<file path="config.mk">
export PLATFORM = sky130hd
export DESIGN_NAME = execute_stage
export DESIGN_NICKNAME = d
export VERILOG_FILES = /design/src/rv_isa_pkg.sv /design/src/core_pkg.sv /design/src/execute_stage.sv
export VERILOG_INCLUDE_DIRS = /design/src /design/src/include
export SDC_FILE = /design/constraint.sdc
export NUM_CORES = 1
export LEC_CHECK = 0
export BUFFER_PORTS_ARGS = -buffer_cell sky130_fd_sc_hd__buf_2
export CAP_MARGIN = 20
export CORE_MARGIN = 4
export CORE_UTILIZATION = 57
export CTS_CLUSTER_SIZE = 28
export DETAILED_ROUTE_END_ITERATION = 12
export GPL_TIMING_DRIVEN = 0
export HOLD_SLACK_MARGIN = 0.03
export PLACE_DENSITY = 0.9
export SLEW_MARGIN = 15
export SYNTH_ARGS = -nofsm -noshare
export SYNTH_HDL_FRONTEND = slang
export SYNTH_SLANG_ARGS = --single-unit
</file>
<file path="constraint.sdc">
create_clock -name clk -period 0.8 [get_ports clk]
set_input_delay 0.04 -clock clk [delete_from_list [all_inputs] [get_ports clk]]
set_output_delay 0.04 -clock clk [all_outputs]
set_load 0.03 [all_outputs]
</file>
<file path="src/include/core_consts.svh">
`ifndef CORE_CONSTS_SVH
`define CORE_CONSTS_SVH

// ==========================================================
// Core sizing
// ==========================================================

// Hart count, power of two and at least 4 so each hart has one slot in flight
`define NUM_HARTS 4

// Integer register and data path width
`define XLEN 32

// Instruction and data memory depths in 32-bit words
`define IMEM_WORDS 64
`define DMEM_WORDS 64

// Byte distance between the start addresses of neighbouring harts
`define HART_PC_STRIDE 64

// Start address of hart 0
`define RESET_PC 0

`endif

</file>
<file path="src/rv_isa_pkg.sv">
`default_nettype none

package rv_isa_pkg;

    // ==========================================================
    // Major opcodes of the supported subset
    // ==========================================================
    typedef enum logic [6:0] {
        OPC_OP     = 7'b0110011,
        OPC_OP_IMM = 7'b0010011,
        OPC_LUI    = 7'b0110111,
        OPC_LOAD   = 7'b0000011,
        OPC_STORE  = 7'b0100011,
        OPC_BRANCH = 7'b1100011,
        OPC_JAL    = 7'b1101111
    } opcode_e;

    // ==========================================================
    // Instruction formats, msb first, 32 bits each
    // ==========================================================
    typedef struct packed {
        logic [6:0] funct7;
        logic [4:0] rs2;
        logic [4:0] rs1;
        logic [2:0] funct3;
        logic [4:0] rd;
        opcode_e    opcode;
    } r_fmt_t;

    typedef struct packed {
        logic [11:0] imm;
        logic [4:0]  rs1;
        logic [2:0]  funct3;
        logic [4:0]  rd;
        opcode_e     opcode;
    } i_fmt_t;

    typedef struct packed {
        logic [6:0] imm_11_5;
        logic [4:0] rs2;
        logic [4:0] rs1;
        logic [2:0] funct3;
        logic [4:0] imm_4_0;
        opcode_e    opcode;
    } s_fmt_t;

    // Branch offset is scrambled over two fields
    typedef struct packed {
        logic       imm_12;
        logic [5:0] imm_10_5;
        logic [4:0] rs2;
        logic [4:0] rs1;
        logic [2:0] funct3;
        logic [3:0] imm_4_1;
        logic       imm_11;
        opcode_e    opcode;
    } b_fmt_t;

    typedef struct packed {
        logic [19:0] imm_31_12;
        logic [4:0]  rd;
        opcode_e     opcode;
    } u_fmt_t;

    typedef struct packed {
        logic       imm_20;
        logic [9:0] imm_10_1;
        logic       imm_11;
        logic [7:0] imm_19_12;
        logic [4:0] rd;
        opcode_e    opcode;
    } j_fmt_t;

    // One fetched word, viewed in the format its opcode selects
    typedef union packed {
        r_fmt_t r;
        i_fmt_t i;
        s_fmt_t s;
        b_fmt_t b;
        u_fmt_t u;
        j_fmt_t j;
    } instr_u;

    // Decoded operation, NOP covers every unsupported encoding
    typedef enum logic [3:0] {
        UOP_NOP,
        UOP_ADD,
        UOP_SUB,
        UOP_AND,
        UOP_OR,
        UOP_XOR,
        UOP_SLT,
        UOP_ADDI,
        UOP_LUI,
        UOP_LW,
        UOP_SW,
        UOP_BEQ,
        UOP_BNE,
        UOP_JAL
    } uop_e;

endpackage

`default_nettype wire

</file>
<file path="src/core_pkg.sv">
`default_nettype none

`include "core_consts.svh"

package core_pkg;

    // ==========================================================
    // Scalar types
    // ==========================================================
    typedef logic [$clog2(`NUM_HARTS)-1:0]  hart_t;
    typedef logic [`XLEN-1:0]               word_t;
    typedef logic [4:0]                     reg_idx_t;
    typedef logic [$clog2(`IMEM_WORDS)-1:0] imem_addr_t;
    typedef logic [$clog2(`DMEM_WORDS)-1:0] dmem_addr_t;

    // ==========================================================
    // Stage bundles
    // ==========================================================
    // Fetch to decode
    typedef struct packed {
        logic               valid;
        hart_t              hart;
        word_t              pc;
        rv_isa_pkg::instr_u instr;
    } fetch_t;

    // Decode to execute, operands already read
    typedef struct packed {
        logic             valid;
        hart_t            hart;
        word_t            pc;
        rv_isa_pkg::uop_e uop;
        reg_idx_t         rd;
        word_t            rs1_val;
        word_t            rs2_val;
        word_t            imm;
    } dx_t;

    // Execute back to fetch
    typedef struct packed {
        logic  valid;
        hart_t hart;
        word_t pc;
    } pc_upd_t;

    // Pipeline side of the data memory
    typedef struct packed {
        logic       we;
        dmem_addr_t addr;
        word_t      wdata;
    } dmem_req_t;

    // Execute to writeback
    typedef struct packed {
        logic     valid;
        hart_t    hart;
        reg_idx_t rd;
        logic     wen;
        logic     is_load;
        word_t    result;
    } xw_t;

    // One register write as seen from outside
    typedef struct packed {
        hart_t    hart;
        reg_idx_t rd;
        word_t    value;
    } retire_t;

endpackage

`default_nettype wire

</file>
<file path="src/execute_stage.sv">
`default_nettype none

module execute_stage (
    input  logic                clk,
    input  logic                arst_n,
    input  core_pkg::dx_t       dx,
    output core_pkg::pc_upd_t   pc_upd,
    output core_pkg::dmem_req_t dmem_req,
    output core_pkg::xw_t       xw
);

    logic            reg_src;
    logic            taken;
    logic            writes;
    core_pkg::word_t op_b;
    core_pkg::word_t alu_res;
    core_pkg::word_t pc_plus4;
    core_pkg::word_t next_pc;

    // ==========================================================
    // ALU
    // ==========================================================
    // Register-register forms take rs2, the rest take the immediate
    assign reg_src = dx.uop inside {rv_isa_pkg::UOP_ADD, rv_isa_pkg::UOP_SUB,
                                    rv_isa_pkg::UOP_AND, rv_isa_pkg::UOP_OR,
                                    rv_isa_pkg::UOP_XOR, rv_isa_pkg::UOP_SLT};
    assign op_b    = reg_src ? dx.rs2_val : dx.imm;

    always_comb begin
        case (dx.uop)
            rv_isa_pkg::UOP_ADD,
            rv_isa_pkg::UOP_ADDI,
            rv_isa_pkg::UOP_LW,
            rv_isa_pkg::UOP_SW:  alu_res = dx.rs1_val + op_b;
            rv_isa_pkg::UOP_SUB: alu_res = dx.rs1_val - op_b;
            rv_isa_pkg::UOP_AND: alu_res = dx.rs1_val & op_b;
            rv_isa_pkg::UOP_OR:  alu_res = dx.rs1_val | op_b;
            rv_isa_pkg::UOP_XOR: alu_res = dx.rs1_val ^ op_b;
            rv_isa_pkg::UOP_SLT: begin
                alu_res = ($signed(dx.rs1_val) < $signed(op_b)) ? 32'd1 : 32'd0;
            end
            rv_isa_pkg::UOP_LUI: alu_res = dx.imm;
            default:             alu_res = '0;
        endcase
    end

    // ==========================================================
    // Branch compare and next PC
    // ==========================================================
    assign taken = (dx.uop == rv_isa_pkg::UOP_JAL) ||
                   ((dx.uop == rv_isa_pkg::UOP_BEQ) && (dx.rs1_val == dx.rs2_val)) ||
                   ((dx.uop == rv_isa_pkg::UOP_BNE) && (dx.rs1_val != dx.rs2_val));
    assign pc_plus4 = dx.pc + 32'd4;
    assign next_pc  = taken ? dx.pc + dx.imm : pc_plus4;

    // Operations that produce a register value
    assign writes = dx.uop inside {rv_isa_pkg::UOP_ADD, rv_isa_pkg::UOP_SUB,
                                   rv_isa_pkg::UOP_AND, rv_isa_pkg::UOP_OR,
                                   rv_isa_pkg::UOP_XOR, rv_isa_pkg::UOP_SLT,
                                   rv_isa_pkg::UOP_ADDI, rv_isa_pkg::UOP_LUI,
                                   rv_isa_pkg::UOP_LW, rv_isa_pkg::UOP_JAL};

    always_ff @(posedge clk or negedge arst_n) begin
        if (!arst_n) begin
            pc_upd   <= '0;
            dmem_req <= '0;
            xw       <= '0;
        end else begin
            // Every valid slot returns a PC, NOP included
            pc_upd   <= '{valid: dx.valid, hart: dx.hart, pc: next_pc};
            // Byte address to word index, also the load address
            dmem_req <= '{we: dx.valid && (dx.uop == rv_isa_pkg::UOP_SW),
                          addr: alu_res[2 +: $bits(core_pkg::dmem_addr_t)],
                          wdata: dx.rs2_val};
            xw       <= '{valid: dx.valid, hart: dx.hart, rd: dx.rd,
                          wen: writes && (dx.rd != '0),
                          is_load: dx.uop == rv_isa_pkg::UOP_LW,
                          result: (dx.uop == rv_isa_pkg::UOP_JAL) ? pc_plus4 : alu_res};
        end
    end

endmodule

`default_nettype wire

</file>
==> results of run 1 <==
-- cell usage after synthesis, types with 8 or more instances --
| cell | n |
|---|---|
| clkbuf_1 | 39 |
| a22oi_1 | 15 |
| nand4_1 | 26 |
| nand2b_1 | 17 |
| o21a_1 | 8 |
| inv_1 | 105 |
| nor4_1 | 11 |
| a211oi_1 | 9 |
| o211ai_1 | 24 |
| xor2_1 | 25 |
| o21ai_0 | 92 |
| dfrtp_1 | 113 |
| a221oi_1 | 30 |
| o221ai_1 | 14 |
| nor3_1 | 33 |
| or3_1 | 11 |
| ha_1 | 139 |
| a21oi_1 | 105 |
| nand3_1 | 38 |
| mux2_2 | 36 |
| a21o_1 | 23 |
| buf_2 | 20 |
| o31ai_1 | 10 |
| o21bai_1 | 20 |
| nor2_1 | 126 |
| o22ai_1 | 10 |
| nor2b_1 | 13 |
| mux2i_1 | 12 |
| nand2_1 | 101 |
| a31oi_1 | 9 |
| xnor2_1 | 65 |
-- repair_timing --
item,in CTS
setup buffers,83
pin swaps,91
hold endpoints to repair,169
cloned,2
setup endpoints to repair,186
hold buffers,46
gates resized for setup,474
-- kinds of logic after synthesis --
kind of cell | after synthesis | share of synthesized area (%)
compound gates | 442 | 25.78
simple gates | 422 | 17.74
buf+inv | 176 | 6.016
fa+ha+maj | 142 | 15.28
flops | 113 | 24.02
xor+xnor | 90 | 6.696
mux | 48 | 4.464
-- metrics by stage --
stage          hold slack [ps]  area, um^2  std cells  setup slack (ps)  util [%]
2_1_floorplan           -255.6       12260       1433             -2716         -
3_3_place_gp             147.7       13870       1958             -3595     68.34
3_5_place_dp            -7.115       13910       1959             -3678     68.50
4_1_cts                 -459.6       17450       2120             -2619     85.94
-- layer usage --
| metal | overflow | GRT usage (%) |
|---|---|---|
| met5 | 0 | 43.18 |
| met4 | 37 | 74.17 |
| met3 | 1 | 67.76 |
| met2 | 30 | 88.64 |
| met1 | 0 | 75.20 |
==> flow_summary.yaml, run 1 <==
synth:
  synth_seq_cells: 113
  seq_area_frac_synth_pct: 24.02
  synth_top_area_share_pct: 24.02
  synth_cell_type_count: 87
  syn-num-nets: 1717
  synth_warnings: 0
  async_flop_share_pct: 100.0
  synth.area.top_cells: "dfrtp_1 24%, ha_1 15%, xnor2_1 4.8%"
  syn-cell-area_um2: 11770
  synth-edff-count: 0
  netlist_instances: 1433
  post_synth.cell_area_avg_um2: 8.214
  synth_ff_type: "dfrtp_1"
  yosysTopAreaCell: "dfrtp_1"
clock_tree:
  htreeDepth: 4
  cts_buffers: 17
  clock-root-buffer: "clkbuf_16"
  cts.sinks: 113
  cts.path.max_buffers: 2
die:
  initial_core_util_pct: 57.99
  chipHeight_um: 151.7
  die_w_um: 151.7
  top_level_ports: 258
  std_cell_rows: 52
run_status:
  error: "[ERROR GRT-0232] Routing congestion too high. Check the congestion heatmap in the GUI."
  status: "aborted with a tool error"
  lastStage: "5_1_grt"
placement:
  dp_hpwl_um: 38060
  numPortBuffers: 255
  gp_congestion: 1.024
grt:
  grt_overflow: 68
  grt_usage_pct: 76.40
  grt_max_degree: 69
  antenna_found_initial: 22
timing:
  grt-worst-endpoint: "xw[28]$_DFF_PN0_/D"
  worst-ep-kind: "register input"
==> run 2: changes to the inputs <==
--- a/config.mk
+++ b/config.mk
@@ -9,12 +9,10 @@
 export BUFFER_PORTS_ARGS = -buffer_cell sky130_fd_sc_hd__buf_2
 export CAP_MARGIN = 20
 export CORE_MARGIN = 4
-export CORE_UTILIZATION = 57
-export CTS_CLUSTER_SIZE = 28
+export CORE_UTILIZATION = 40
 export DETAILED_ROUTE_END_ITERATION = 12
 export GPL_TIMING_DRIVEN = 0
-export HOLD_SLACK_MARGIN = 0.03
-export PLACE_DENSITY = 0.9
+export PLACE_DENSITY_LB_ADDON = 0.15
 export SLEW_MARGIN = 15
 export SYNTH_ARGS = -nofsm -noshare
 export SYNTH_HDL_FRONTEND = slang
==> flow_summary.yaml, run 2 <==
grt:
  antenna_found_initial: 2
  grt_pass1_wl_um: 82000
  grt_max_degree: 72
  grt_usage_pct: 32.79
  grt_pass1_vias: 13400
  grt_overflow: 0
timing:
  fin_crit_ps: 3447
  worstMarginPinSlew_ps: 1171
  setup_viol: 187
  maxSlewHeadroom_pct: 21.91
  fmax_ghz: 0.2901
  maxSlewViolCount: 0
  min_period_over_period_pct: 430.8
  setup_ws_ps: -2647
  worst_hold_slack_ps: -481.6
  hold_viol_final: 120
  rsz0062_at_grt: "yes"
synth:
  synth_top_area_share_pct: 24.02
  post_synth.cell_area_avg_um2: 8.214
  seq_area_frac_synth_pct: 24.02
  synth.area.top_cells: "dfrtp_1 24%, ha_1 15%, xnor2_1 4.8%"
  synth_warnings: 0
  yosysTopAreaCell: "dfrtp_1"
  async_flop_share_pct: 100.0
  synth_most_common_cell: "ha_1"
  syn-num-nets: 1717
  synth_seq_cells: 113
  synth-edff-count: 0
  netlist_instances: 1433
  synth_ff_type: "dfrtp_1"
  synth_cell_type_count: 87
  syn-cell-area_um2: 11770
  synth_common_cells: "139 x ha_1, 126 x nor2_1, 113 x dfrtp_1, 105 x a21oi_1, 105 x inv_1"
die:
  std_cell_rows: 62
  chipHeight_um: 179.5
  dieArea_um2: 32240
  top_level_ports: 258
  initial_core_util_pct: 40.79
  die_w_um: 179.5
  core_um2: 28860
clock_tree:
  cts.sinks: 113
  clock-root-buffer: "clkbuf_16"
  cts_buffers: 17
  cts_tree: "built"
  cts.path.max_buffers: 2
  clkTransAtPathRegs_ps: 60
  htreeDepth: 4
power:
  swShare_pct: 40.39
  internal-power_mw: 17.67
  power.total_mw: 29.64
  power_frac_seq_pct: 22.5
  power_frac_clock_pct: 27.1
  p_sw_mw: 11.97
  p_per_area_nw_per_um2: 1620
  combPwrFrac_pct: 50.4
  peakVddDrop_mv: 1.331
  power.leakage_nw: 8.021
finish:
  multi_input_area_um2: 9946
  ff_latch_area_um2: 2828
  fillers: 2467
  final_cell_mix: "159 x buf_6, 135 x buf_2, 117 x nor2_1"
  largest_register_ffs: 42
  final_area_um2: 18300
  drive_above_1_share_pct: 39.24
  regMostFlops: "xw"
  layout.nets: 2136
  final_core_util_pct: 63.40
  reg_top3: "xw (42), dmem_req (39), pc_upd (32)"
  syn_to_final_growth_pct: 55.42
  layout.cells.most_common: "buf_6"
route:
  postRouteAntennaNets: 0
  drtIter0Drc: 1272
  wl_per_cell_um: 24.62
  num_vias: 13520
  via_per_inst: 6.012
  first_pass_iters: 6
  routed_wl_um: 55380
  drc: 0
placement:
  placed_cell_area_um2: 14050
  dp_hpwl_um: 41070
  gp_congestion: 0.9875
  numPortBuffers: 255
worst_hold_path:
  min-delay-path-class: "input pin to asynchronous set/reset pin"
run_status:
  status: "finished with violations"
  violations: "hold timing, setup timing"
critical_path:
  startpoint_type: "input pin"
  cp_max_fo: 7
  crit_required_ps: 1110
  crit_type: "input pin to flip-flop"
  arrival_ps: 3760
  end_kind: "flip-flop"
run:
  cap_violations: 0
## run 2: worst max path at each step
stage	start	endpoint	cells after the start
floorplan	dx[102]	xw[29]	17
global placement	dx[103]	xw[30]	18
detailed placement	dx[103]	xw[30]	18
CTS	dx[103]	xw[30]	19
global route	dx[103]	xw[23]	21
finish	dx[103]	xw[23]	21
## run 2: timing repair
| action | in CTS | in global routing |
|---|---|---|
| endpoints found under the hold margin | 169 | 50 |
| endpoints found under the setup margin | 186 | 188 |
| pin swaps | 88 | 91 |
| hold buffers | 48 | 1 |
| setup buffers | 70 | 39 |
| gates cloned | 2 | 0 |
| resized for setup | 472 | 170 |
## run 2: routing by layer
layer,vias up,track usage (%),wire (um)
li1,6089,-,-
met3,176,5.618,4128
met1,6557,41.77,22700
met2,700,52.43,24930
met5,-,0,0
met4,0,19.20,3617
## run 2: cell type report
class	count	share of cell area, %
Inverter	105	2.264
Timing Repair Buffer	405	19.08
Multi-Input combinational cell	1144	54.36
Antenna cell	2	0.02736
Buffer	66	3.002
Clock buffer	19	2.421
Sequential cell	113	15.46
Clock inverter	11	0.7591
Tap cell	384	2.626
## run 2: worst max-delay path, stage by stage
cell and delay (ps):
buf_8 100, buf_8 120, and3_4 140, nor3_4 140, buf_12 180, clkbuf_16 160
buf_12 100, mux2_4 310, inv_4 70, ha_4 190, buf_6 120, or3_4 390
nor4b_4 380, nand3_4 150, a32oi_4 300, buf_4 150, buf_6 80, and2_4 140
o41ai_2 60, a2111oi_2 310, a21oi_1 90
## run 2: through the flow
| step | instances | worst slack, ps | setup TNS (ps) |
|---|---|---|---|
| floorplan | 1433 | -2716 | -111450 |
| global placement | 2072 | -3831 | -367310 |
| detailed placement | 2073 | -3852 | -180640 |
| CTS | 2219 | -2653 | -155850 |
| global route | 2249 | -2716 | -148010 |
| finish | 2249 | -2647 | -142010 |
## run 2: kinds of logic (layout without fill, tap and decap cells)
| kind of cell | count (synthesis) | in the layout | share of synthesized area (%) |
|---|---|---|---|
| compound gates | 442 | 442 | 25.78 |
| simple gates | 422 | 422 | 17.74 |
| buf+inv | 176 | 606 | 6.016 |
| fa+ha+maj | 142 | 142 | 15.28 |
| flops | 113 | 113 | 24.02 |
| xor+xnor | 90 | 90 | 6.696 |
| mux | 48 | 48 | 4.464 |
| other cells | 0 | 2 | 0 |
## run 2: power groups by stage
stage	Clock (mW)	Combinational [mW]	Sequential, mW
2_1_floorplan	0	5.87	7.94
6_report	8.02	15.0	6.67
4_1_cts	8.06	13.7	6.66
3_3_place_gp	0	10.8	6.59
3_5_place_dp	0	10.9	6.60
5_1_grt	8.31	15.8	6.72
No activity file was read; power rests on OpenSTA's default activity.
==> run 3: changes to the inputs <==
--- a/config.mk
+++ b/config.mk
@@ -6,6 +6,7 @@
 export SDC_FILE = /design/constraint.sdc
 export NUM_CORES = 1
 export LEC_CHECK = 0
+export ABC_AREA = 1
 export BUFFER_PORTS_ARGS = -buffer_cell sky130_fd_sc_hd__buf_2
 export CAP_MARGIN = 20
 export CORE_MARGIN = 4
==> flow_summary.yaml, run 3 <==
clock_tree:
  cts_hold_buf: 47
  clkTransAtPathRegs_ps: 60
  clock-root-buffer: "clkbuf_16"
  cts.path.max_buffers: 2
  cts_buffers: 17
  cts_tree: "built"
  htreeDepth: 4
  cts.sinks: 113
route:
  routed_wl_um: 74990
  num_vias: 18150
  via_per_inst: 5.615
  drc: 0
  drtIter0Drc: 1948
  postRouteAntennaNets: 0
  wl_per_cell_um: 23.20
  first_pass_iters: 8
critical_path:
  cp_max_fo: 8
  cp_common_cell: "buf_12"
  startpoint: "dx[103]"
  cp_slowest_cell: "fa_2"
  path_delay_family: "simple AND/OR/NAND/NOR gates"
  end_kind: "flip-flop"
  path_cells: "buf_12, inv_8, nor2_4, inv_2, o22ai_4, buf_12, buf_12, nand2_4, o21ai_4, ha_2, inv_2, fa_2, nand3_2, nand3_4, nor2_2, nor2_1, nand2_1, nand4_1, nor2_1, a21oi_1"
  crit_type: "input pin to flip-flop"
  crit_required_ps: 1110
  max_stage_delay_ps: 430
  arrival_ps: 3030
  path_buf_inv: 6
  startpoint_type: "input pin"
synth:
  syn-num-nets: 2581
  seq_area_frac_synth_pct: 20.37
  synth.area.top_cells: "dfrtp_1 20%, nand2_1 20%, ha_1 13%"
  synth_top_area_share_pct: 20.37
  synth-edff-count: 0
  synth_most_common_cell: "nand2_1"
  synth_cell_type_count: 49
  async_flop_share_pct: 100.0
  syn-cell-area_um2: 13880
  post_synth.cell_area_avg_um2: 6.043
  synth_warnings: 0
  netlist_instances: 2297
  synth_ff_type: "dfrtp_1"
  synth_seq_cells: 113
  synth_common_cells: "727 x nand2_1, 408 x inv_1, 201 x nor2_1, 152 x nand3_1, 139 x ha_1"
  yosysTopAreaCell: "dfrtp_1"
timing:
  worstMarginPinSlew_ps: 1187
  rsz0062_at_grt: "yes"
  hold_viol_final: 115
  fin_crit_ps: 2722
  setup_ws_ps: -1922
  min_period_over_period_pct: 340.3
  worst_hold_slack_ps: -511.9
  maxSlewHeadroom_pct: 20.85
  maxSlewViolCount: 0
  fmax_ghz: 0.3673
  setup_viol: 188
placement:
  numPortBuffers: 257
  preCtsSetupSlack_ps: -2693
  gp_congestion: 0.9818
  placed_cell_area_um2: 16620
  numPlacedInstances: 3003
  dp_hpwl_um: 55240
finish:
  final_area_um2: 22070
  largest_register_ffs: 42
  ff_latch_area_um2: 2828
  regMostFlops: "xw"
  layout.cells.most_common: "nand2_1"
  multi_input_area_um2: 12440
  drive_above_1_share_pct: 40.98
  layout.nets: 3055
  reg_top3: "xw (42), dmem_req (39), pc_upd (32)"
  final_core_util_pct: 65.17
  final_cell_mix: "526 x nand2_1, 328 x inv_1, 219 x buf_2"
  fin_cells: 3233
  fillers: 2929
  syn_to_final_growth_pct: 59.01
die:
  die_w_um: 194.3
  std_cell_rows: 67
  top_level_ports: 258
  chipHeight_um: 194.3
  core_um2: 33870
  dieArea_um2: 37750
  initial_core_util_pct: 40.99
power:
  power_frac_clock_pct: 25.1
  p_sw_mw: 15.82
  combPwrFrac_pct: 55.7
  power_frac_seq_pct: 19.2
  internal-power_mw: 18.28
  swShare_pct: 46.39
  peakVddDrop_mv: 1.930
  power.leakage_nw: 11.08
  p_per_area_nw_per_um2: 1545
  power.total_mw: 34.10
run_status:
  status: "finished with violations"
  violations: "hold timing, setup timing"
grt:
  antenna_found_initial: 1
  grt_pass1_vias: 16990
  grt_pass1_wl_um: 105400
  grt_usage_pct: 36.78
  grt_overflow: 0
  grt_max_degree: 70
run:
  cap_violations: 0
worst_hold_path:
  min-delay-path-class: "input pin to asynchronous set/reset pin"
run 3: cell count changes in the layout (fill, tap and decap cells not counted), sizes merged, moves of 21 or more:
cell / previous run / this run
o211ai: 24 / 3
inv: 104 / 421
nand4: 27 / 66
xnor2: 65 / 35
o22ai: 10 / 33
mux2: 36 / 0
a21o: 24 / 1
nor2: 127 / 204
buf: 385 / 457
nand2: 101 / 730
clkbuf: 57 / 30
nand3: 39 / 161
run 3: per-layer routing:
| metal | track usage, % | wire, um | up-vias |
|---|---|---|---|
| li1 | - | - | 8263 |
| met1 | 50.20 | 31250 | 8554 |
| met2 | 56.87 | 32710 | 1069 |
| met3 | 5.543 | 6662 | 264 |
| met4 | 18.23 | 4362 | 2 |
| met5 | 0 | 13 | - |
run 3: layout make-up:
type                       count  area share, %
multi-input combinational   1708          56.35
timing repair buffer         468          15.94
sequential                   113          12.81
inverter                     414          7.353
tap                          448          2.540
buffer                        49          2.188
clock buffer                  17          1.927
clock inverter                15         0.8844
antenna                        1        0.01134
run 3: power groups by stage:
stage,logic (mW),clock network (mW),registers (mW)
6_report,19.0,8.54,6.55
5_1_grt,20.1,8.83,6.59
4_1_cts,16.5,8.55,6.53
3_5_place_dp,13.0,0,6.59
3_3_place_gp,12.9,0,6.58
2_1_floorplan,7.37,0,7.84
run 3: path summary, 6_finish.rpt:
check                              end  slack [ps]  depth (start not counted)
max in group asynchronous   pc_upd[23]         590                          2
min                        dmem_req[6]        -510                          1
max                              xw[6]       -1920                         20
min in group clk                xw[32]         -30                          3
run 3: cell families (layout without fill, tap and decap cells):
| kind of cell | after synthesis | after routing | share of synthesized area (%) |
|---|---|---|---|
| xor gates and xnor gates | 68 | 68 | 4.291 |
| other | 0 | 1 | 0 |
| adders and majority gates | 142 | 142 | 12.96 |
| and+or+nand+nor | 1220 | 1220 | 37.26 |
| DFF | 113 | 113 | 20.37 |
| AOI/OAI and AO/OA | 278 | 278 | 11.59 |
| buffers and inverters | 476 | 963 | 13.52 |
run 3: timing repair:
| item | 4_1_cts | 5_1_grt |
|---|---|---|
| gates cloned | 9 | 1 |
| resized for setup | 531 | 330 |
| setup endpoints to repair | 187 | 187 |
| pin swaps | 122 | 170 |
| buffers inserted | 97 | 58 |
| hold endpoints to repair | 164 | 45 |
run 3: per-stage QoR:
| stage | setup TNS [ps] | hold WS (ps) |
|---|---|---|
| floorplan | -66260 | -255.6 |
| global placement | -318480 | 151.8 |
| detailed placement | -125510 | -1.051 |
| CTS | -101950 | -494.2 |
| global route | -113820 | -472.6 |
| finish | -106950 | -511.9 |
